File: src/include/tcdm_settings.svh
`ifndef TCDM_SETTINGS_SVH
`define TCDM_SETTINGS_SVH

//////////////////////////////////////////////////
// port and bank counts
//////////////////////////////////////////////////

// requestor ports on the network input
`define TCDM_NUM_IN 4
// single-port banks behind the egress layer
`define TCDM_NUM_BANK 8
// data word width
`define TCDM_DATA_W 32
// words per bank, offset width follows from it
`define TCDM_BANK_DEPTH 16

//////////////////////////////////////////////////
// clos shape
//////////////////////////////////////////////////

// ingress nodes, also egress nodes
`define TCDM_CLOS_R 2
// middle nodes
`define TCDM_CLOS_M 2
// banks per egress node
`define TCDM_CLOS_N 4
// width of the priority lfsr state
`define TCDM_LFSR_W 16

`endif

File: src/tcdmPkg.sv
`default_nettype none

`include "tcdm_settings.svh"

package tcdmPkg;

  // bank index and word offset widths
  localparam int unsigned BankW   = $clog2(`TCDM_NUM_BANK);
  localparam int unsigned OffsetW = $clog2(`TCDM_BANK_DEPTH);

  // request opcode
  typedef enum logic {
    opLoad  = 1'b0,
    opStore = 1'b1
  } tcdmOp_e;

  // request payload, travels unchanged through all three layers
  // middle layer routes on the bank msb, egress on the lower bits
  typedef struct packed {
    tcdmOp_e                 op;
    logic [BankW-1:0]        bank;
    logic [OffsetW-1:0]      offset;
    logic [`TCDM_DATA_W-1:0] wdata;
  } tcdmReq_t;

  // response payload
  // for a store the word is don't-care
  typedef struct packed {
    logic [`TCDM_DATA_W-1:0] rdata;
  } tcdmRsp_t;

endpackage

`default_nettype wire

File: src/sramBank.sv
`timescale 1ns/1ps
`default_nettype none

`include "tcdm_settings.svh"

module sramBank import tcdmPkg::*; (
  input  wire logic     clk_i,
  input  wire logic     rstN_i,
  // bank is always ready, every request is taken
  input  wire logic     req_i,
  input  wire tcdmReq_t data_i,
  // response one cycle after the request
  output tcdmRsp_t      rsp_o
);

  // word storage
  logic [`TCDM_DATA_W-1:0] mem [`TCDM_BANK_DEPTH];

  //////////////////////////////////////////////////
  // write port
  //////////////////////////////////////////////////

  always_ff @(posedge clk_i) begin
    if (req_i && data_i.op == opStore) begin
      mem[data_i.offset] <= data_i.wdata;
    end
  end

  //////////////////////////////////////////////////
  // read port
  //////////////////////////////////////////////////

  // store keeps the previous word on rsp_o
  always_ff @(posedge clk_i) begin
    if (!rstN_i) begin
      rsp_o <= '0;
    end else if (req_i && data_i.op == opLoad) begin
      rsp_o.rdata <= mem[data_i.offset];
    end
  end

endmodule

`default_nettype wire

File: config.mk
export PLATFORM = sky130hd
export DESIGN_NAME = sramBank
export DESIGN_NICKNAME = d
export VERILOG_FILES = /design/src/tcdmPkg.sv /design/src/sramBank.sv
export VERILOG_INCLUDE_DIRS = /design/src /design/src/include
export SDC_FILE = /design/constraint.sdc
export NUM_CORES = 1
export LEC_CHECK = 0
export ABC_AREA = 1
export BUFFER_PORTS_ARGS = -buffer_cell sky130_fd_sc_hd__buf_2
export CAP_MARGIN = 10
export CORE_MARGIN = 2
export CORE_UTILIZATION = 30
export CTS_CLUSTER_DIAMETER = 200
export CTS_CLUSTER_SIZE = 8
export DETAILED_ROUTE_END_ITERATION = 8
export PLACE_DENSITY = 0.48
export SYNTH_ARGS = -nofsm -noshare
export SYNTH_HDL_FRONTEND = slang
export SYNTH_SLANG_ARGS = --single-unit
File: constraint.sdc
create_clock -name clk_i -period 7.6 [get_ports clk_i]
set_clock_uncertainty 0.2 [all_clocks]
set_input_delay 0.38 -clock clk_i [delete_from_list [all_inputs] [get_ports clk_i]]
set_output_delay 0.38 -clock clk_i [all_outputs]
set_load 0.05 [all_outputs]
==> run_results.csv, run 1 <==
group,metric,value,unit
run_status,status,"complete, no violations",
power_and_ir_drop,seq_power_share,0.480,
logic_synthesis,netlist-cell-type-count,15,
cells_and_area,layout.cells.most_common,"nand2_1",
place,post-dp-hpwl,27.9,mm
logic_synthesis,avgSynthCellArea,11.0,um2
clocking,h-tree-depth,3,
drt,dr.first_iter.drc_count,1019,
floorplanning,row_count,99,
global_route,grt_pass1_vias,13900,
power_and_ir_drop,sw_frac_of_total,0.229,
sta,final.min_clock_period,3.50,ns
sta,report.final.slew_viol_count,0,
drt,drt-pass1-iter-count,5,
logic_synthesis,ys_seq_elements,544,
clocking,tritoncts_clock_tree,"yes",
cells_and_area,areaGrowthSynthToFinish,17.7,%
floorplanning,boundaryPins,75,
logic_synthesis,synth.yosys.warnings,0,
clocking,cts_sinks,544,
sta,max_slew.worst_pin.slew,1.10,ns
clocking,clkLatencyLatePin,0.62,ns
sta,rsz_0062_raised_after_global_routing,"no",
clocking,cts.root.buffer_cell,"clkbuf_16",
cells_and_area,final_cells,3125,
logic_synthesis,synth_seq_area_share,0.727,
cells_and_area,post_route_cells_drive_above_1_share,0.0947,
global_route,grt_first_pass_wirelength,88.7,mm
clocking,clk_transition_reported_paths,0.05,ns
cells_and_area,most-common-layout-cells,"1026 x nand2_1, 512 x edfxtp_1, 164 x nand3_1",
floorplanning,initial_standard_cell_utilization_of_the_core,0.303,
place,place_ws,3.43,ns
drt,residual_antenna_violating_net_count_after_detailed_routing,0,
power_and_ir_drop,power.clock.fraction,0.461,
sta,period_share,0.460,
clocking,cts_resized,0,
setup_path,worstPathArrival,3.83,ns
global_route,gr-total-overflow,0,
clocking,cts_made_buffers,77,
setup_path,critPathLaunchType,"input port",
setup_path,critPathRequiredTime,7.94,ns
logic_synthesis,postSynthNetCount,2048,
job,cap_violations,0,
sta,setup_tns,0,ns
power_and_ir_drop,vdd.ir_drop.worst,0.140,mV
logic_synthesis,synthesis.area,22000,um2
global_route,pin_count_of_the_biggest_net_entering_global_routing,114,
logic_synthesis,instance_count_of_the_mapped_netlist,2005,
drt,detailroute.via_count,14400,
power_and_ir_drop,power.leakage,9.93,nW
sta,relSlewSlack,0.264,
global_route,number_of_antenna_violations_at_the_first_check_in_global_routing,1,
floorplanning,core_area,72800,um2
setup_path,crit_type,"in2reg",
setup_path,worst_setup_path_end_kind,"flop",
clocking,cts_buffer_depth,3,
sta,hold_viol,0,
place,port-buffer-count,71,
floorplanning,die-width,275,um
drt,wl,59.0,mm
global_route,total_global_routing_track_utilization,0.157,
floorplanning,die_area,75700,um2
power_and_ir_drop,power.switching,1.59,mW
power_and_ir_drop,intPower,5.36,mW
sta,final_hold_slack,0.260,ns
sta,setup-violations-final,0,
sta,post-route-worst-setup-slack,4.10,ns
drt,detail_route.wl_per_cell,18.9,um
drt,vias_per_cell,4.60,
sta,timing.fmax,0.286,GHz
setup_path,crit_fanout,113,
floorplanning,die_height,275,um
power_and_ir_drop,comb_power_share,0.059,
min_path,timing.hold.worst.class,"in2reg",
drt,detail_route.drc_violations,0,
place,gpl.final_weighted_congestion,0.727,
power_and_ir_drop,p_per_area,268,nW/um2
place,place_inst,2950,
cells_and_area,final_net_count,2145,
area by class of cell:
type	count	area, um2
Antenna cell	1	2.50
Clock buffer	136	2170
Clock inverter	6	104
Fill cell	7203	46900
Inverter	10	47.5
Multi-Input combinational cell	1338	5500
Sequential cell	544	16000
Tap cell	959	1200
Timing Repair Buffer	131	901
cell families after synthesis:
group / synth area share
AO/OA/AOI/OAI: 0.00727
flip-flops: 0.727
AND/OR/NAND/NOR: 0.235
buffers and inverters: 0.0307
power by group through the flow:
stage	Sequential, mW	Clock, mW	Combinational (mW)
3_3_place_gp	3.39	0	0.399
6_report	3.34	3.20	0.411
4_1_cts	3.34	3.27	0.420
2_1_floorplan	3.44	0	0.218
3_5_place_dp	3.40	0	0.404
5_1_grt	3.34	3.41	0.460
path summary, 6_finish.rpt:
kind	from	to	slack (ns)	cells after the start
setup / recovery	data_i[32]	rsp_o[13]	4.10	12
hold / removal	rstN_i	rsp_o[12]	0.26	3
setup reg to reg	mem[11][27]	rsp_o[27]	6.12	8
hold reg to reg	rsp_o[19]	rsp_o[19]	0.32	2
routing by layer:
metal | share of wire | GRT usage | routed length [um]
met5 | 0.00022 | 0 | 13
met3 | 0.044 | 0.0268 | 2610
met2 | 0.47 | 0.255 | 27700
met1 | 0.46 | 0.215 | 27300
met4 | 0.023 | 0.0501 | 1370
per-stage QoR:
step	utilization	cell area, um2	power [mW]
after floorplan	-	22000	3.65
after global placement	0.320	23300	3.79
after detailed placement	0.320	23300	3.80
after CTS	0.356	25900	7.03
after global routing	0.356	25900	7.21
final	0.356	25900	6.95
registers in the layout, summed over array words and instances, names as in the netlist:
| name | count |
|---|---|
| mem | 512 |
| rsp_o | 32 |
critical path, cell delays in order:
cell and delay (ns):
clkbuf_8 0.34, inv_8 0.63, buf_4 0.72, buf_4 0.86, nand2_1 0.11, nand2_1 0.10
nand2_1 0.05, nand2_1 0.12, nand2_1 0.07, nand3_1 0.12, nor2_1 0.05, nor2_1 0.08
synth_stat cells:
| cell | number | area, um2 |
|---|---|---|
| buf_1 | 4 | 15.0 |
| buf_2 | 53 | 265 |
| buf_4 | 14 | 105 |
| buf_6 | 12 | 135 |
| clkbuf_1 | 30 | 113 |
| dfxtp_1 | 32 | 641 |
| edfxtp_1 | 512 | 15400 |
| inv_1 | 8 | 30.0 |
| inv_4 | 2 | 12.5 |
| nand2_1 | 1026 | 3850 |
| nand3_1 | 164 | 821 |
| nand4_1 | 32 | 200 |
| nor2_1 | 83 | 312 |
| nor2_2 | 1 | 6.26 |
| o21ai_0 | 32 | 160 |
repair_timing:
item	CTS	global route
hold endpoints to repair	512	0
setup buffers	0	0
hold buffers	32	0
(Power assumes the default switching activity.)
==> run 2, diff against run 1 <==
clock period = 3.3 ns   (was 7.6 ns; I/O delays follow)
==> run_results.csv, run 2 (same netlist as run 1, synthesis figures left out) <==
group,metric,value,unit
sta,setup_tns,0,ns
floorplanning,row_count,99,
clocking,number_of_setup_buffers_added_after_cts,0,
power_and_ir_drop,power.leakage,10.1,nW
global_route,pin_count_of_the_biggest_net_entering_global_routing,134,
place,post-dp-hpwl,30.4,mm
power_and_ir_drop,seq_power_share,0.481,
power_and_ir_drop,vdd.ir_drop.worst,0.319,mV
setup_path,critPathLaunchType,"input port",
sta,rsz_0062_raised_after_global_routing,"no",
job,cap_violations,0,
sta,relSlewSlack,0.351,
floorplanning,die_height,275,um
clocking,cts_sinks,544,
drt,detail_route.wl_per_cell,18.5,um
floorplanning,die_area,75700,um2
place,place_inst,2973,
sta,max_slew.worst_pin.slew,0.972,ns
clocking,clk_transition_reported_paths,0.05,ns
setup_path,critPathRequiredTime,3.35,ns
sta,report.final.slew_viol_count,0,
drt,drt-pass1-iter-count,5,
clocking,cts_resized,0,
sta,setup-violations-final,0,
floorplanning,die-width,275,um
global_route,number_of_antenna_violations_at_the_first_check_in_global_routing,3,
cells_and_area,areaGrowthSynthToFinish,19.1,%
cells_and_area,largest_register_ffs,512,
drt,detail_route.drc_violations,0,
min_path,timing.hold.worst.class,"in2reg",
power_and_ir_drop,power.clock.fraction,0.459,
sta,hold_viol,0,
power_and_ir_drop,p_per_area,609,nW/um2
cells_and_area,n_antenna_cell,0,
clocking,h-tree-depth,3,
sta,period_share,0.674,
place,port-buffer-count,71,
setup_path,crit_type,"in2reg",
place,gpl.final_weighted_congestion,0.731,
cells_and_area,postLayoutCellArea,26300,um2
floorplanning,boundaryPins,75,
sta,timing.fmax,0.449,GHz
setup_path,worst_setup_path_end_kind,"flop",
power_and_ir_drop,power.switching,3.60,mW
power_and_ir_drop,comb_power_share,0.061,
clocking,clkLatencyLatePin,0.60,ns
drt,residual_antenna_violating_net_count_after_detailed_routing,0,
power_and_ir_drop,sw_frac_of_total,0.225,
global_route,gr-total-overflow,0,
cells_and_area,layout.cells.most_common,"nand2_1",
clocking,cts_hold_buffers,34,
power_and_ir_drop,intPower,12.4,mW
clocking,cts.root.buffer_cell,"clkbuf_16",
floorplanning,core_area,72800,um2
sta,final.min_clock_period,2.22,ns
run_status,status,"complete, no violations",
drt,detailroute.via_count,14400,
drt,wl,58.2,mm
global_route,grt_first_pass_wirelength,88.0,mm
setup_path,worstPathArrival,2.28,ns
cells_and_area,largest_regs,"mem (512), rsp_o (32)",
floorplanning,initial_standard_cell_utilization_of_the_core,0.303,
global_route,grt_pass1_vias,14000,
cells_and_area,post_route_cells_drive_above_1_share,0.104,
clocking,cts_made_buffers,77,
cells_and_area,final_net_count,2170,
global_route,total_global_routing_track_utilization,0.156,
drt,vias_per_cell,4.57,
cells_and_area,final_cells,3150,
clocking,cts_buffer_depth,3,
drt,dr.first_iter.drc_count,1004,
place,placed_area,23700,um2
cells_and_area,registers.top_by_ff_count,"mem",
setup_path,crit_fanout,19,
clocking,tritoncts_clock_tree,"yes",
cells_and_area,most-common-layout-cells,"1026 x nand2_1, 512 x edfxtp_1, 164 x nand3_1",
-- run 2: changes by cell type in the layout (fill, tap and decap cells not counted) --
cell / delta
buf_12: +12
buf_4: +11
clkbuf_1: +2
clkinv_8: -2
dlygate4sd3_1: +2
clkbuf_16: +1
clkinv_16: -1
diode_2: -1
inv_6: +1
-- run 2: metal layers --
layer  GRT usage  vias to the layer above  routed length, um
met5           0                        -                 36
met4      0.0442                        6                967
met3      0.0250                       79               2540
met2       0.261                      313              28000
met1       0.208                     6996              26700
li1            -                     7006                  -
-- run 2: layout make-up --
class	count	area [um2]
timing repair buffer	156	1240
inverter	10	47.5
fill	7245	46600
clock buffer	139	2200
sequential	544	16000
multi-input combinational	1338	5500
clock inverter	4	50.0
tap	959	1200
-- run 2: critical path: stages --
cell and delay, ns:
dlygate4sd3_1 0.58, buf_2 0.18, nor2_4 0.45, inv_1 0.33, nor2_4 0.18, buf_4 0.36
-- run 2: final timing paths --
| check | slack (ns) | cells after the start | from | to |
|---|---|---|---|---|
| setup / recovery | 1.08 | 6 | data_i[34] | mem[10][17] |
| hold reg to reg | 0.32 | 2 | rsp_o[9] | rsp_o[9] |
| setup reg to reg | 1.85 | 8 | mem[6][22] | rsp_o[22] |
| hold / removal | 0.03 | 6 | req_i | rsp_o[27] |
-- run 2: power by group through the flow --
stage               clock, mW  sequential, mW  combinational (mW)
floorplan                   0            7.91               0.501
global placement            0            7.82               0.938
detailed placement          0            7.82               0.949
CTS                      7.51            7.69               0.988
global route             7.79            7.69                1.09
finish                   7.33            7.69               0.970
-- run 2: stage by stage --
step                      setup slack, ns  power (mW)   util  hold slack [ns]
final                                1.08        16.0  0.360           0.0306
after global routing                0.984        16.6  0.360           0.0574
after CTS                            1.06        16.2  0.360          0.00181
after detailed placement            0.778        8.77  0.325            0.308
after global placement              0.765        8.76  0.325            0.306
after floorplan                     0.463        8.41      -           0.0639
==> run 3, diff against run 2 <==
PLACE_DENSITY = 0.5   (was 0.48)
clock period = 2 ns   (was 3.3 ns; I/O delays follow)
==> run_results.csv, run 3 (same netlist as run 1, synthesis figures left out) <==
group,metric,value,unit
cells_and_area,post_route_cells_drive_above_1_share,0.110,
setup_path,path_cells,"dlygate4sd3_1 -> buf_2 -> nor2_4 -> buf_12 -> o21ai_0 -> dlygate4sd3_1 -> nor2_1",
sta,period_share,0.880,
sta,rsz_0062_raised_after_global_routing,"no",
global_route,number_of_antenna_violations_at_the_first_check_in_global_routing,2,
sta,final_hold_slack,0.0221,ns
drt,detail_route.drc_violations,0,
setup_path,critPathLaunchType,"input port",
sta,max_slew.worst_pin.slew,0.545,ns
power_and_ir_drop,totalPowerFinal,26.4,mW
cells_and_area,largest_regs,"mem (512), rsp_o (32)",
sta,relSlewSlack,0.637,
power_and_ir_drop,p_per_area,991,nW/um2
drt,top_layer,"met4",
min_path,hold_path_startpoint,"req_i",
setup_path,timing.reg2reg.worst_path_depth,8,
clocking,cts_sinks,544,
global_route,total_global_routing_track_utilization,0.154,
drt,detailroute.via_count,14500,
sta,report.final.slew_viol_count,0,
place,post-dp-hpwl,31.0,mm
cells_and_area,layout.cells.most_common,"nand2_1",
floorplanning,row_count,99,
cells_and_area,areaGrowthSynthToFinish,21.1,%
drt,detail_route.wl_per_cell,18.2,um
setup_path,timing.reg2reg.setup_slack,0.60,ns
floorplanning,core_area,72800,um2
sta,hold_viol,0,
floorplanning,initial_standard_cell_utilization_of_the_core,0.303,
job,cap_violations,0,
clocking,tritoncts_clock_tree,"yes",
setup_path,crit_path_max_incr_delay,0.57,ns
clocking,cts.root.buffer_cell,"clkbuf_16",
setup_path,critPathMostFrequentCell,"dlygate4sd3_1",
floorplanning,die_area,75700,um2
power_and_ir_drop,sw_frac_of_total,0.223,
floorplanning,die-width,275,um
drt,drt-pass1-iter-count,5,
place,place_inst,2987,
power_and_ir_drop,vdd.ir_drop.worst,0.675,mV
run_status,status,"complete, no violations",
cells_and_area,final_net_count,2186,
sta,timing.fmax,0.568,GHz
sta,setup-violations-final,0,
cells_and_area,registers.top_by_ff_count,"mem",
cells_and_area,largest_register_ffs,512,
min_path,timing.hold.worst_endpoint,"rsp_o[25]",
cells_and_area,final_cells,3167,
setup_path,worstPathArrival,2.10,ns
clocking,number_of_setup_buffers_added_after_cts,0,
drt,detailed_routed_wire_length_on_met2,28.2,mm
global_route,pin_count_of_the_biggest_net_entering_global_routing,94,
power_and_ir_drop,power.clock.fraction,0.458,
cells_and_area,final_core_utilization,0.366,
place,gpl.final_weighted_congestion,0.733,
drt,residual_antenna_violating_net_count_after_detailed_routing,0,
cells_and_area,most-common-layout-cells,"1026 x nand2_1, 512 x edfxtp_1, 164 x nand3_1",
setup_path,worst_setup_path_end_kind,"flop",
floorplanning,die_height,275,um
drt,vias_per_cell,4.57,
floorplanning,boundaryPins,75,
drt,met3RoutedLength,2.46,mm
min_path,min_path_cells,7,
global_route,gr-total-overflow,0,
power_and_ir_drop,power.switching,5.89,mW
clocking,cts_buffer_depth,3,
global_route,grt_first_pass_wirelength,87.2,mm
setup_path,r2r-start,"mem[8][13]",
setup_path,cpLargestDelayFamily,"buffers and inverters",
power_and_ir_drop,comb_power_share,0.062,
global_route,grt_pass1_vias,14200,
power_and_ir_drop,intPower,20.5,mW
drt,wl,57.6,mm
drt,dr.first_iter.drc_count,923,
setup_path,crit_type,"in2reg",
clocking,cts_made_buffers,77,
min_path,timing.hold.worst.class,"in2reg",
clocking,h-tree-depth,3,
sta,final.min_clock_period,1.76,ns
setup_path,crit_fanout,64,
clocking,clk_transition_reported_paths,0.05,ns
place,port-buffer-count,71,
setup_path,critPathRequiredTime,2.34,ns
setup_path,critical-path-slowest-cell,"dlygate4sd3_1",
drt,met1Wirelength,26.0,mm
setup_path,worst_r2r_endpoint,"rsp_o[13]",
power_and_ir_drop,seq_power_share,0.480,
power_and_ir_drop,power.leakage,10.3,nW
setup_path,path_buf_inv,4,
clocking,clkLatencyLatePin,0.61,ns
==> run 3: cell type report <==
type                            count  area [um2]
Fill cell                        7163       46200
Sequential cell                   544       16000
Multi-Input combinational cell   1338        5500
Clock buffer                      138        2220
Timing Repair Buffer              172        1660
Tap cell                          959        1200
Inverter                           10        47.5
Clock inverter                      4        42.5
Antenna cell                        2        5.00
==> run 3: power groups by stage <==
stage	combinational (mW)	sequential, mW	clock [mW]
global route	1.83	12.7	12.9
global placement	1.58	12.9	0
floorplan	0.832	13.1	0
finish	1.64	12.7	12.1
CTS	1.67	12.7	12.4
detailed placement	1.60	12.9	0
==> run 3: repair_timing <==
action	in CTS	in global routing
hold endpoints to repair	544	0
hold buffers	36	0
gates resized for setup	0	0
==> run 3: routing by layer <==
metal,track usage,vias up
met5,0,-
met4,0.0455,0
met3,0.0258,62
met2,0.262,294
met1,0.201,7085
li1,-,7048
==> run 3: worst reg2reg max path, delay by kind of cell, from the launching register on <==
family           cells  cell delay, ns
DFF                  1            0.36
and+or+nand+nor      8            0.73
==> run 3: how the worst max path moves through the flow <==
stage | slack (ns) | endpoint | cells past startpoint | from
floorplan | -0.31 | mem[4][0] | 6 | data_i[33]
global placement | 0.23 | rsp_o[27] | 10 | data_i[32]
detailed placement | 0.29 | mem[1][10] | 7 | data_i[39]
CTS | 0.29 | rsp_o[14] | 7 | data_i[39]
global route | 0.18 | rsp_o[14] | 7 | data_i[39]
finish | 0.24 | rsp_o[14] | 7 | data_i[39]
==> run 3: through the flow <==
stage / TNS (ns) / setup slack (ns) / area (um2)
4_1_cts: 0 / 0.291 / 26700
2_1_floorplan: -150.95 / -0.314 / 22100
3_5_place_dp: 0 / 0.287 / 24100
6_report: 0 / 0.241 / 26700
3_3_place_gp: 0 / 0.231 / 24100
5_1_grt: 0 / 0.185 / 26700
