===== src/include/tcdm_settings.svh =====
`ifndef TCDM_SETTINGS_SVH
`define TCDM_SETTINGS_SVH

//////////////////////////////////////////////////
// port and bank counts
//////////////////////////////////////////////////

// requestor ports on the network input
`define TCDM_NUM_IN 4
// single-port banks behind the egress layer
`define TCDM_NUM_BANK 8
// data word width
`define TCDM_DATA_W 32
// words per bank, offset width follows from it
`define TCDM_BANK_DEPTH 16

//////////////////////////////////////////////////
// clos shape
//////////////////////////////////////////////////

// ingress nodes, also egress nodes
`define TCDM_CLOS_R 2
// middle nodes
`define TCDM_CLOS_M 2
// banks per egress node
`define TCDM_CLOS_N 4
// width of the priority lfsr state
`define TCDM_LFSR_W 16

`endif


===== src/tcdmPkg.sv =====
`default_nettype none

`include "tcdm_settings.svh"

package tcdmPkg;

  // bank index and word offset widths
  localparam int unsigned BankW   = $clog2(`TCDM_NUM_BANK);
  localparam int unsigned OffsetW = $clog2(`TCDM_BANK_DEPTH);

  // request opcode
  typedef enum logic {
    opLoad  = 1'b0,
    opStore = 1'b1
  } tcdmOp_e;

  // request payload, travels unchanged through all three layers
  // middle layer routes on the bank msb, egress on the lower bits
  typedef struct packed {
    tcdmOp_e                 op;
    logic [BankW-1:0]        bank;
    logic [OffsetW-1:0]      offset;
    logic [`TCDM_DATA_W-1:0] wdata;
  } tcdmReq_t;

  // response payload
  // for a store the word is don't-care
  typedef struct packed {
    logic [`TCDM_DATA_W-1:0] rdata;
  } tcdmRsp_t;

endpackage

`default_nettype wire


===== src/lfsrPrio.sv =====
`timescale 1ns/1ps
`default_nettype none

`include "tcdm_settings.svh"

module lfsrPrio #(
  // number of priority bits handed to the arbiters
  parameter int unsigned OutW = 2
) (
  input  wire logic            clk_i,
  input  wire logic            rstN_i,
  // step once per cycle in which a bank takes a request
  input  wire logic            en_i,
  output logic [OutW-1:0]      prio_o
);

  localparam int unsigned W = `TCDM_LFSR_W;

  // galois feedback for x^16 + x^14 + x^13 + x^11 + 1, maximal length
  localparam logic [W-1:0] Taps = W'(16'hB400);
  // any nonzero value works as seed
  localparam logic [W-1:0] Seed = W'(16'hACE1);

  logic [W-1:0] state;

  //////////////////////////////////////////////////
  // shift register
  //////////////////////////////////////////////////

  always_ff @(posedge clk_i) begin
    if (!rstN_i) begin
      state <= Seed;
    end else if (en_i) begin
      // shift right, fold the dropped bit back onto the tap positions
      state <= {1'b0, state[W-1:1]} ^ (state[0] ? Taps : '0);
    end
  end

  // low bits feed the middle and egress priorities
  assign prio_o = state[OutW-1:0];

endmodule

`default_nettype wire


===== src/xbarNode.sv =====
`timescale 1ns/1ps
`default_nettype none

module xbarNode import tcdmPkg::*; #(
  // NumIn must be a power of 2 for the pointer wrap
  parameter int unsigned NumIn     = 2,
  parameter int unsigned NumOut    = 2,
  // offer every request on every output
  parameter bit          Broadcast = 1'b0,
  // arbiters start at prio_i instead of their local pointer
  parameter bit          ExtPrio   = 1'b0,
  // lowest bank bit used for routing
  parameter int unsigned SelLsb    = 0,
  localparam int unsigned IdxW     = (NumIn > 1) ? $clog2(NumIn) : 1,
  localparam int unsigned SelW     = (NumOut > 1) ? $clog2(NumOut) : 1
) (
  input  wire logic                   clk_i,
  input  wire logic                   rstN_i,
  // upstream side
  input  wire logic     [NumIn-1:0]   req_i,
  input  wire tcdmReq_t [NumIn-1:0]   data_i,
  output logic          [NumIn-1:0]   gnt_o,
  output logic          [NumIn-1:0]   vld_o,
  output tcdmRsp_t      [NumIn-1:0]   rsp_o,
  // arbitration start when ExtPrio is set
  input  wire logic     [IdxW-1:0]    prio_i,
  // downstream side
  output logic          [NumOut-1:0]  req_o,
  output tcdmReq_t      [NumOut-1:0]  data_o,
  input  wire logic     [NumOut-1:0]  gnt_i,
  input  wire tcdmRsp_t [NumOut-1:0]  rsp_i
);

  // destination of each input when routing on the address
  logic [NumIn-1:0][SelW-1:0]   dest;
  // candidate inputs seen by each output arbiter
  logic [NumOut-1:0][NumIn-1:0] cand;
  // winner per output
  logic [NumOut-1:0][IdxW-1:0]  sel;
  // local round robin pointers
  logic [NumOut-1:0][IdxW-1:0]  rrPtr;
  // accepted-request record for response steering
  logic [NumOut-1:0]            rspVld;
  logic [NumOut-1:0][IdxW-1:0]  rspIdx;

  // first set bit of cand, scanning upward from start with wrap
  function automatic logic [IdxW-1:0] pickFirst(input logic [NumIn-1:0] cand,
                                                input logic [IdxW-1:0]  start);
    logic [IdxW-1:0] idx;
    logic [IdxW-1:0] win;
    logic            found;
    win   = start;
    found = 1'b0;
    for (int k = 0; k < NumIn; k++) begin
      idx = start + IdxW'(k);
      if (!found && cand[idx]) begin
        win   = idx;
        found = 1'b1;
      end
    end
    return win;
  endfunction

  //////////////////////////////////////////////////
  // routing and arbitration
  //////////////////////////////////////////////////

  // bank slice picks the output
  always_comb begin
    for (int i = 0; i < NumIn; i++) begin
      dest[i] = data_i[i].bank[SelLsb +: SelW];
    end
  end

  always_comb begin : arbitrate
    logic [NumIn-1:0] taken;
    logic [IdxW-1:0]  start;
    taken = '0;
    for (int o = 0; o < NumOut; o++) begin
      start = ExtPrio ? prio_i : rrPtr[o];
      // an input already picked by a lower output is not offered again
      // so a broadcast request leaves on one output only
      for (int i = 0; i < NumIn; i++) begin
        cand[o][i] = req_i[i] & ~taken[i] & (Broadcast | (dest[i] == SelW'(o)));
      end
      sel[o]    = pickFirst(cand[o], start);
      req_o[o]  = |cand[o];
      data_o[o] = data_i[sel[o]];
      if (req_o[o]) begin
        taken[sel[o]] = 1'b1;
      end
    end
  end

  // grant flows back combinationally from downstream
  always_comb begin
    gnt_o = '0;
    for (int o = 0; o < NumOut; o++) begin
      if (req_o[o] && gnt_i[o]) begin
        gnt_o[sel[o]] = 1'b1;
      end
    end
  end

  //////////////////////////////////////////////////
  // response steering
  //////////////////////////////////////////////////

  // remember who won each output, one cycle of response latency
  always_ff @(posedge clk_i) begin
    if (!rstN_i) begin
      rspVld <= '0;
      rspIdx <= '0;
      // stagger start points so parallel outputs favour different inputs
      for (int o = 0; o < NumOut; o++) begin
        rrPtr[o] <= IdxW'(o);
      end
    end else begin
      for (int o = 0; o < NumOut; o++) begin
        rspVld[o] <= req_o[o] & gnt_i[o];
        rspIdx[o] <= sel[o];
        // winner moves to lowest priority
        if (req_o[o] && gnt_i[o]) begin
          rrPtr[o] <= sel[o] + 1'b1;
        end
      end
    end
  end

  // hand the downstream word back to the recorded input
  always_comb begin
    vld_o = '0;
    rsp_o = '0;
    for (int o = 0; o < NumOut; o++) begin
      if (rspVld[o]) begin
        vld_o[rspIdx[o]] = 1'b1;
        rsp_o[rspIdx[o]] = rsp_i[o];
      end
    end
  end

endmodule

`default_nettype wire


===== src/closNet.sv =====
`timescale 1ns/1ps
`default_nettype none

`include "tcdm_settings.svh"

module closNet import tcdmPkg::*; (
  input  wire logic                         clk_i,
  input  wire logic                         rstN_i,
  // requestor side
  input  wire logic     [`TCDM_NUM_IN-1:0]   req_i,
  input  wire tcdmReq_t [`TCDM_NUM_IN-1:0]   reqData_i,
  output logic          [`TCDM_NUM_IN-1:0]   gnt_o,
  output logic          [`TCDM_NUM_IN-1:0]   vld_o,
  output tcdmRsp_t      [`TCDM_NUM_IN-1:0]   rspData_o,
  // bank side
  output logic          [`TCDM_NUM_BANK-1:0] bankReq_o,
  output tcdmReq_t      [`TCDM_NUM_BANK-1:0] bankData_o,
  input  wire logic     [`TCDM_NUM_BANK-1:0] bankGnt_i,
  input  wire tcdmRsp_t [`TCDM_NUM_BANK-1:0] bankRsp_i
);

  localparam int unsigned R         = `TCDM_CLOS_R;
  localparam int unsigned M         = `TCDM_CLOS_M;
  localparam int unsigned N         = `TCDM_CLOS_N;
  localparam int unsigned InPerNode = `TCDM_NUM_IN / R;
  // priority bits for the RxR middle and MxN egress arbiters
  localparam int unsigned MidW      = $clog2(R);
  localparam int unsigned EgrW      = $clog2(M);

  //////////////////////////////////////////////////
  // inter-layer links
  //////////////////////////////////////////////////

  // ingress node r, output m
  logic     [R-1:0][M-1:0] ingReq, ingGnt;
  tcdmReq_t [R-1:0][M-1:0] ingData;
  tcdmRsp_t [R-1:0][M-1:0] ingRsp;
  // middle node m, upstream input r
  logic     [M-1:0][R-1:0] midReqUp, midGntUp;
  tcdmReq_t [M-1:0][R-1:0] midDataUp;
  tcdmRsp_t [M-1:0][R-1:0] midRspUp;
  // middle node m, downstream output r
  logic     [M-1:0][R-1:0] midReqDn, midGntDn;
  tcdmReq_t [M-1:0][R-1:0] midDataDn;
  tcdmRsp_t [M-1:0][R-1:0] midRspDn;
  // egress node r, input m
  logic     [R-1:0][M-1:0] egrReq, egrGnt;
  tcdmReq_t [R-1:0][M-1:0] egrData;
  tcdmRsp_t [R-1:0][M-1:0] egrRsp;

  // random priority source
  logic [MidW+EgrW-1:0] prio;
  logic                 lfsrEn;

  // transpose between layers
  for (genvar m = 0; m < M; m++) begin : genLinkM
    for (genvar r = 0; r < R; r++) begin : genLinkR
      // ingress to middle
      assign midReqUp[m][r]  = ingReq[r][m];
      assign midDataUp[m][r] = ingData[r][m];
      assign ingGnt[r][m]    = midGntUp[m][r];
      assign ingRsp[r][m]    = midRspUp[m][r];
      // middle to egress
      assign egrReq[r][m]    = midReqDn[m][r];
      assign egrData[r][m]   = midDataDn[m][r];
      assign midGntDn[m][r]  = egrGnt[r][m];
      assign midRspDn[m][r]  = egrRsp[r][m];
    end
  end

  //////////////////////////////////////////////////
  // priorities
  //////////////////////////////////////////////////

  // step only when some bank accepts a request
  assign lfsrEn = |(bankReq_o & bankGnt_i);

  lfsrPrio #(
    .OutW ( MidW + EgrW )
  ) u_lfsrPrio (
    .clk_i  ( clk_i  ),
    .rstN_i ( rstN_i ),
    .en_i   ( lfsrEn ),
    .prio_o ( prio   )
  );

  //////////////////////////////////////////////////
  // node layers
  //////////////////////////////////////////////////

  // ingress broadcasts, local round robin
  for (genvar r = 0; r < R; r++) begin : genIngress
    xbarNode #(
      .NumIn     ( InPerNode ),
      .NumOut    ( M         ),
      .Broadcast ( 1'b1      ),
      .ExtPrio   ( 1'b0      ),
      .SelLsb    ( 0         )
    ) u_ingNode (
      .clk_i  ( clk_i                                 ),
      .rstN_i ( rstN_i                                ),
      .req_i  ( req_i[InPerNode*r +: InPerNode]       ),
      .data_i ( reqData_i[InPerNode*r +: InPerNode]   ),
      .gnt_o  ( gnt_o[InPerNode*r +: InPerNode]       ),
      .vld_o  ( vld_o[InPerNode*r +: InPerNode]       ),
      .rsp_o  ( rspData_o[InPerNode*r +: InPerNode]   ),
      .prio_i ( '0                                    ),
      .req_o  ( ingReq[r]                             ),
      .data_o ( ingData[r]                            ),
      .gnt_i  ( ingGnt[r]                             ),
      .rsp_i  ( ingRsp[r]                             )
    );
  end

  // middle routes on the bank msb towards egress node r
  for (genvar m = 0; m < M; m++) begin : genMiddle
    xbarNode #(
      .NumIn     ( R          ),
      .NumOut    ( R          ),
      .Broadcast ( 1'b0       ),
      .ExtPrio   ( 1'b1       ),
      .SelLsb    ( $clog2(N)  )
    ) u_midNode (
      .clk_i  ( clk_i               ),
      .rstN_i ( rstN_i              ),
      .req_i  ( midReqUp[m]         ),
      .data_i ( midDataUp[m]        ),
      .gnt_o  ( midGntUp[m]         ),
      .vld_o  (                     ),
      .rsp_o  ( midRspUp[m]         ),
      .prio_i ( prio[EgrW +: MidW]  ),
      .req_o  ( midReqDn[m]         ),
      .data_o ( midDataDn[m]        ),
      .gnt_i  ( midGntDn[m]         ),
      .rsp_i  ( midRspDn[m]         )
    );
  end

  // egress routes on the low bank bits, output n drives bank N*r+n
  for (genvar r = 0; r < R; r++) begin : genEgress
    xbarNode #(
      .NumIn     ( M    ),
      .NumOut    ( N    ),
      .Broadcast ( 1'b0 ),
      .ExtPrio   ( 1'b1 ),
      .SelLsb    ( 0    )
    ) u_egrNode (
      .clk_i  ( clk_i                   ),
      .rstN_i ( rstN_i                  ),
      .req_i  ( egrReq[r]               ),
      .data_i ( egrData[r]              ),
      .gnt_o  ( egrGnt[r]               ),
      .vld_o  (                         ),
      .rsp_o  ( egrRsp[r]               ),
      .prio_i ( prio[0 +: EgrW]         ),
      .req_o  ( bankReq_o[N*r +: N]     ),
      .data_o ( bankData_o[N*r +: N]    ),
      .gnt_i  ( bankGnt_i[N*r +: N]     ),
      .rsp_i  ( bankRsp_i[N*r +: N]     )
    );
  end

endmodule

`default_nettype wire


===== config.mk =====
export PLATFORM = sky130hd
export DESIGN_NAME = closNet
export DESIGN_NICKNAME = d
export VERILOG_FILES = /design/src/tcdmPkg.sv /design/src/lfsrPrio.sv /design/src/xbarNode.sv /design/src/closNet.sv
export VERILOG_INCLUDE_DIRS = /design/src /design/src/include
export SDC_FILE = /design/constraint.sdc
export NUM_CORES = 1
export LEC_CHECK = 0
export ABC_AREA = 1
export BUFFER_PORTS_ARGS = -buffer_cell sky130_fd_sc_hd__buf_2
export CORE_AREA = 2 2 349 351
export CTS_CLUSTER_SIZE = 28
export DETAILED_ROUTE_END_ITERATION = 10
export DIE_AREA = 0 0 351 353
export HOLD_SLACK_MARGIN = 0.06
export PLACE_DENSITY_LB_ADDON = 0.3
export SYNTH_ARGS = -nofsm -noshare
export SYNTH_HDL_FRONTEND = slang
export SYNTH_SLANG_ARGS = --single-unit

===== constraint.sdc =====
create_clock -name clk_i -period 2.7 [get_ports clk_i]
set_input_delay 0.27 -clock clk_i [delete_from_list [all_inputs] [get_ports clk_i]]
set_output_delay 0.27 -clock clk_i [all_outputs]
set_load 0.01 [all_outputs]

==> flow_metrics.env <==
export IMPL_post_route_period_util=1.19
export IMPL_drive_above_1_share=0.443
export IMPL_ys_seq_area_frac=0.0643
export IMPL_coreArea_um2=121000
export IMPL_crit_top_cell="nand2_4"
export IMPL_start_util=0.134
export IMPL_worstSkewPairLatency_ns=0.30
export IMPL_fin_worst_skew_ns=0.0105
export IMPL_setup_tns_ns=-124.46
export IMPL_overflow=0
export IMPL_row_count=128
export IMPL_critPathTopFamily="buffers and inverters"
export IMPL_hold_class="input port to flop"
export IMPL_startpoint_type="flop"
export IMPL_use_met3=0.0401
export IMPL_antenna_found_initial=52
export IMPL_period_minus_slack_ns=3.22
export IMPL_drc=0
export IMPL_worstHoldStart="bankGnt_i[2]"
export IMPL_ys_warn_count=0
export IMPL_drtAntennaViolNets=0
export IMPL_cp_depth=20
export IMPL_hold_violations=0
export IMPL_tightest_slew_ns=0.913
export IMPL_avgSynthCellArea_um2=5.14
export IMPL_worstPathMaxFanout=5
export IMPL_crit_start="genIngress[1].u_ingNode.rrPtr[0]$_SDFFE_PN0N_"
export IMPL_die_h_um=353
export IMPL_critical_path_slowest_cell="dfxtp_4"
export IMPL_cpPeakStageDelay_ns=0.40
export IMPL_async_flop_share=0
export IMPL_port_buffers=893
export IMPL_final_util=0.259
export IMPL_area_growth_synth_to_final_pct=92.9
export IMPL_endpoint_kind="output pin"
export IMPL_hold_depth=3
export IMPL_top_usage_layer="met2"
export IMPL_htreeDepth=2
export IMPL_crit_required_ns=2.43
export IMPL_fin_area_um2=31300
export IMPL_slew_violations=0
export IMPL_timing_rr_start="genIngress[1].u_ingNode.rrPtr[0]$_SDFFE_PN0N_"
export IMPL_cp_arrival_ns=2.95
export IMPL_die_area_um2=124000
export IMPL_cts_root_buf="clkbuf_16"
export IMPL_critical_path_class="flop to output pin"
export IMPL_drt_iter0_drc=1992
export IMPL_use_met1=0.230
export IMPL_setup_violations=383
export IMPL_wire_per_inst_um=27.6
export IMPL_cts_buffers_inserted=5
export IMPL_syn_inst=3153
export IMPL_yosysUniqueCellTypes=41
export IMPL_power_density_nw_per_um2=853
export IMPL_cts_tree="done"
export IMPL_clockBufferDepth=2
export IMPL_place_area_um2=25200
export IMPL_fmax_mhz=311
export IMPL_slew_headroom=0.385
export IMPL_hpwl_mm=122
export IMPL_grt_first_pass_wirelength_mm=207
export IMPL_netlist_area_um2=16200
export IMPL_die_w_um=351
export IMPL_synth_edf_count=0
export IMPL_fin_nets=4790
export IMPL_vias=29000
export IMPL_holdWs_ns=0.267
export IMPL_cts_sinks=52
export IMPL_rsz0062_at_grt="yes"
export IMPL_grt_max_degree=76
export IMPL_routed_wl_mm=166
export IMPL_violations="negative setup slack"
export IMPL_drtPass1Iterations=8
export IMPL_met2_usage=0.446
export IMPL_io_pin_count=894
export IMPL_maxCapViolCount=0
export IMPL_dp_cells=5795
export IMPL_outcome="finished, violations left"
export IMPL_final_cell_count_no_fill=6017
export IMPL_ys_seq_elements=52
export IMPL_syn_nets=3583
export IMPL_worst_slack_ns=-0.516
export IMPL_grt_pass1_vias=27000
export IMPL_cp_cell_sequence="buf_6 -> nand3_4 -> nand3_4 -> nand2_4 -> inv_4 -> nand2_4 -> nand2_8 -> nand2_8 -> nand2_4 -> o21ai_4 -> buf_6 -> nor2_4 -> nand2_2 -> nand2_4 -> buf_12 -> clkinv_16 -> buf_12 -> clkbuf_16 -> o21ai_2 -> buf_2"
export IMPL_viasPerCell=4.83
export IMPL_path_buf_inv=8
export IMPL_reg2regPathDepth=21
export IMPL_path_clk_slew_ns=0.07
export IMPL_cellLeakagePower_nw=15.3
export IMPL_grt_usage=0.236
export IMPL_synthFlopType="dfxtp_1"
export IMPL_ir_worst_vdd_uv=624
export IMPL_place_congestion=0.918
## repair_timing
item                       in CTS  in global routing
hold buffers                    0                  0
setup buffers                  67                 59
pin swaps                      38                 79
gates cloned                   31                 48
setup endpoints to repair     395                455
gates resized for setup       411                619
## area by class of cell
type                            instances  area, µm²
Clock inverter                          3       68.8
Fill cell                           13800      89300
Multi-Input combinational cell       2323      14400
Sequential cell                        52       1050
Clock buffer                            5        125
Timing Repair Buffer                 1453      11400
Inverter                              523       2060
Antenna cell                           31       77.6
Tap cell                             1625       2030
Timing Repair inverter                  2       46.3
## Yosys cell counts (6+ instances only)
cell type,instances,area [µm²]
dfxtp_1,52,1040
buf_1,16,60.1
nor2_2,6,37.5
o21a_1,72,541
nand2_2,31,194
o21ai_1,24,120
clkbuf_1,216,811
o211a_1,63,631
o21ai_0,468,2340
buf_2,16,80.1
o22ai_1,265,1660
nor2_1,235,882
a22oi_1,57,428
o221ai_1,120,1050
buf_6,7,78.8
inv_2,14,52.6
nand2_1,690,2590
nand3_1,76,380
nand4_1,7,43.8
a21oi_1,158,791
inv_1,508,1910
nand2_4,11,124
## state kept, by name, indices dropped and copies added (netlist names)
register                              count
genIngress.u_ingNode.rspIdx               4
u_lfsrPrio.state                         16
genEgress.u_egrNode.rspVld                8
genIngress.u_ingNode.arbitrate.start      2
genMiddle.u_midNode.rspIdx                4
genIngress.u_ingNode.rrPtr                2
genEgress.u_egrNode.rspIdx                8
genIngress.u_ingNode.rspVld               4
genMiddle.u_midNode.rspVld                4
## routing by layer
metal,up-vias,share of wire
met5,-,0.00071
li1,13200,-
met4,18,0.088
met2,1517,0.52
met3,462,0.067
met1,13800,0.33
## placed cells by master (no fill, tap or decap), types with 16 or more instances in the layout
cell type,n
a21oi_1,149
a22oi_1,57
buf_12,71
buf_16,36
buf_2,847
buf_4,358
buf_6,98
clkbuf_16,36
dfxtp_1,49
diode_2,31
inv_1,491
inv_2,19
nand2_1,524
nand2_2,112
nand2_4,81
nand2_8,19
nand3_1,34
nand3_2,31
nand3_4,16
nor2_1,223
o211a_1,63
o21a_1,69
o21ai_0,226
o21ai_1,137
o21ai_2,103
o21ai_4,31
o221ai_1,120
o22ai_1,265
## stage by stage
stage / power, mW / setup WS, ns
after floorplan: 9.03 / 0.218
after CTS: 22.2 / -0.475
after global placement: 17.8 / -0.614
after detailed placement: 17.8 / -0.593
after global routing: 28.0 / -0.631
final: 26.7 / -0.516
## worst reg2reg max path, cell delays in order (launching register included)
cell and delay (ns):
dfxtp_4 0.40, buf_6 0.11, nand3_4 0.10, nand2_8 0.14, nor2_4 0.05, a21oi_4 0.24, nand3b_1 0.21, nand2_4 0.10
nand2_8 0.09, buf_6 0.10, o21ai_4 0.06, nand2_2 0.09, buf_6 0.10, buf_6 0.08, buf_6 0.08, buf_6 0.09
nand2_4 0.04, nor3_4 0.21, buf_4 0.16, buf_6 0.13, nand3_1 0.07, a21oi_1 0.14
## kinds of logic (layout without fill, tap and decap cells)
family / Yosys count / after routing / share of synthesized area
AOI/OAI and AO/OA: 1241 / 1241 / 0.474
xor gates and xnor gates: 3 / 3 / 0.00162
buffers and inverters: 782 / 1986 / 0.187
DFF: 52 / 52 / 0.0643
other: 0 / 31 / 0
and+or+nand+nor: 1075 / 1079 / 0.273
## worst paths after layout
kind | end | slack [ns]
hold reg to reg | u_lfsrPrio.state[4]$_SDFFE_PN0P_ | 0.48
setup reg to reg | u_lfsrPrio.state[3]$_SDFFE_PN0P_ | -0.16
hold / removal | genEgress[0].u_egrNode.rspVld[2]$_SDFF_PN0_ | 0.27
setup / recovery | bankData_o[57] | -0.52
## where the power goes
group          leakage, nW  switching (mW)  internal [mW]
registers            0.430           0.144          0.958
clock network       0.0946           0.299          0.535
logic                 14.8            14.2           10.5
No activity file was read; power rests on OpenSTA's default activity.
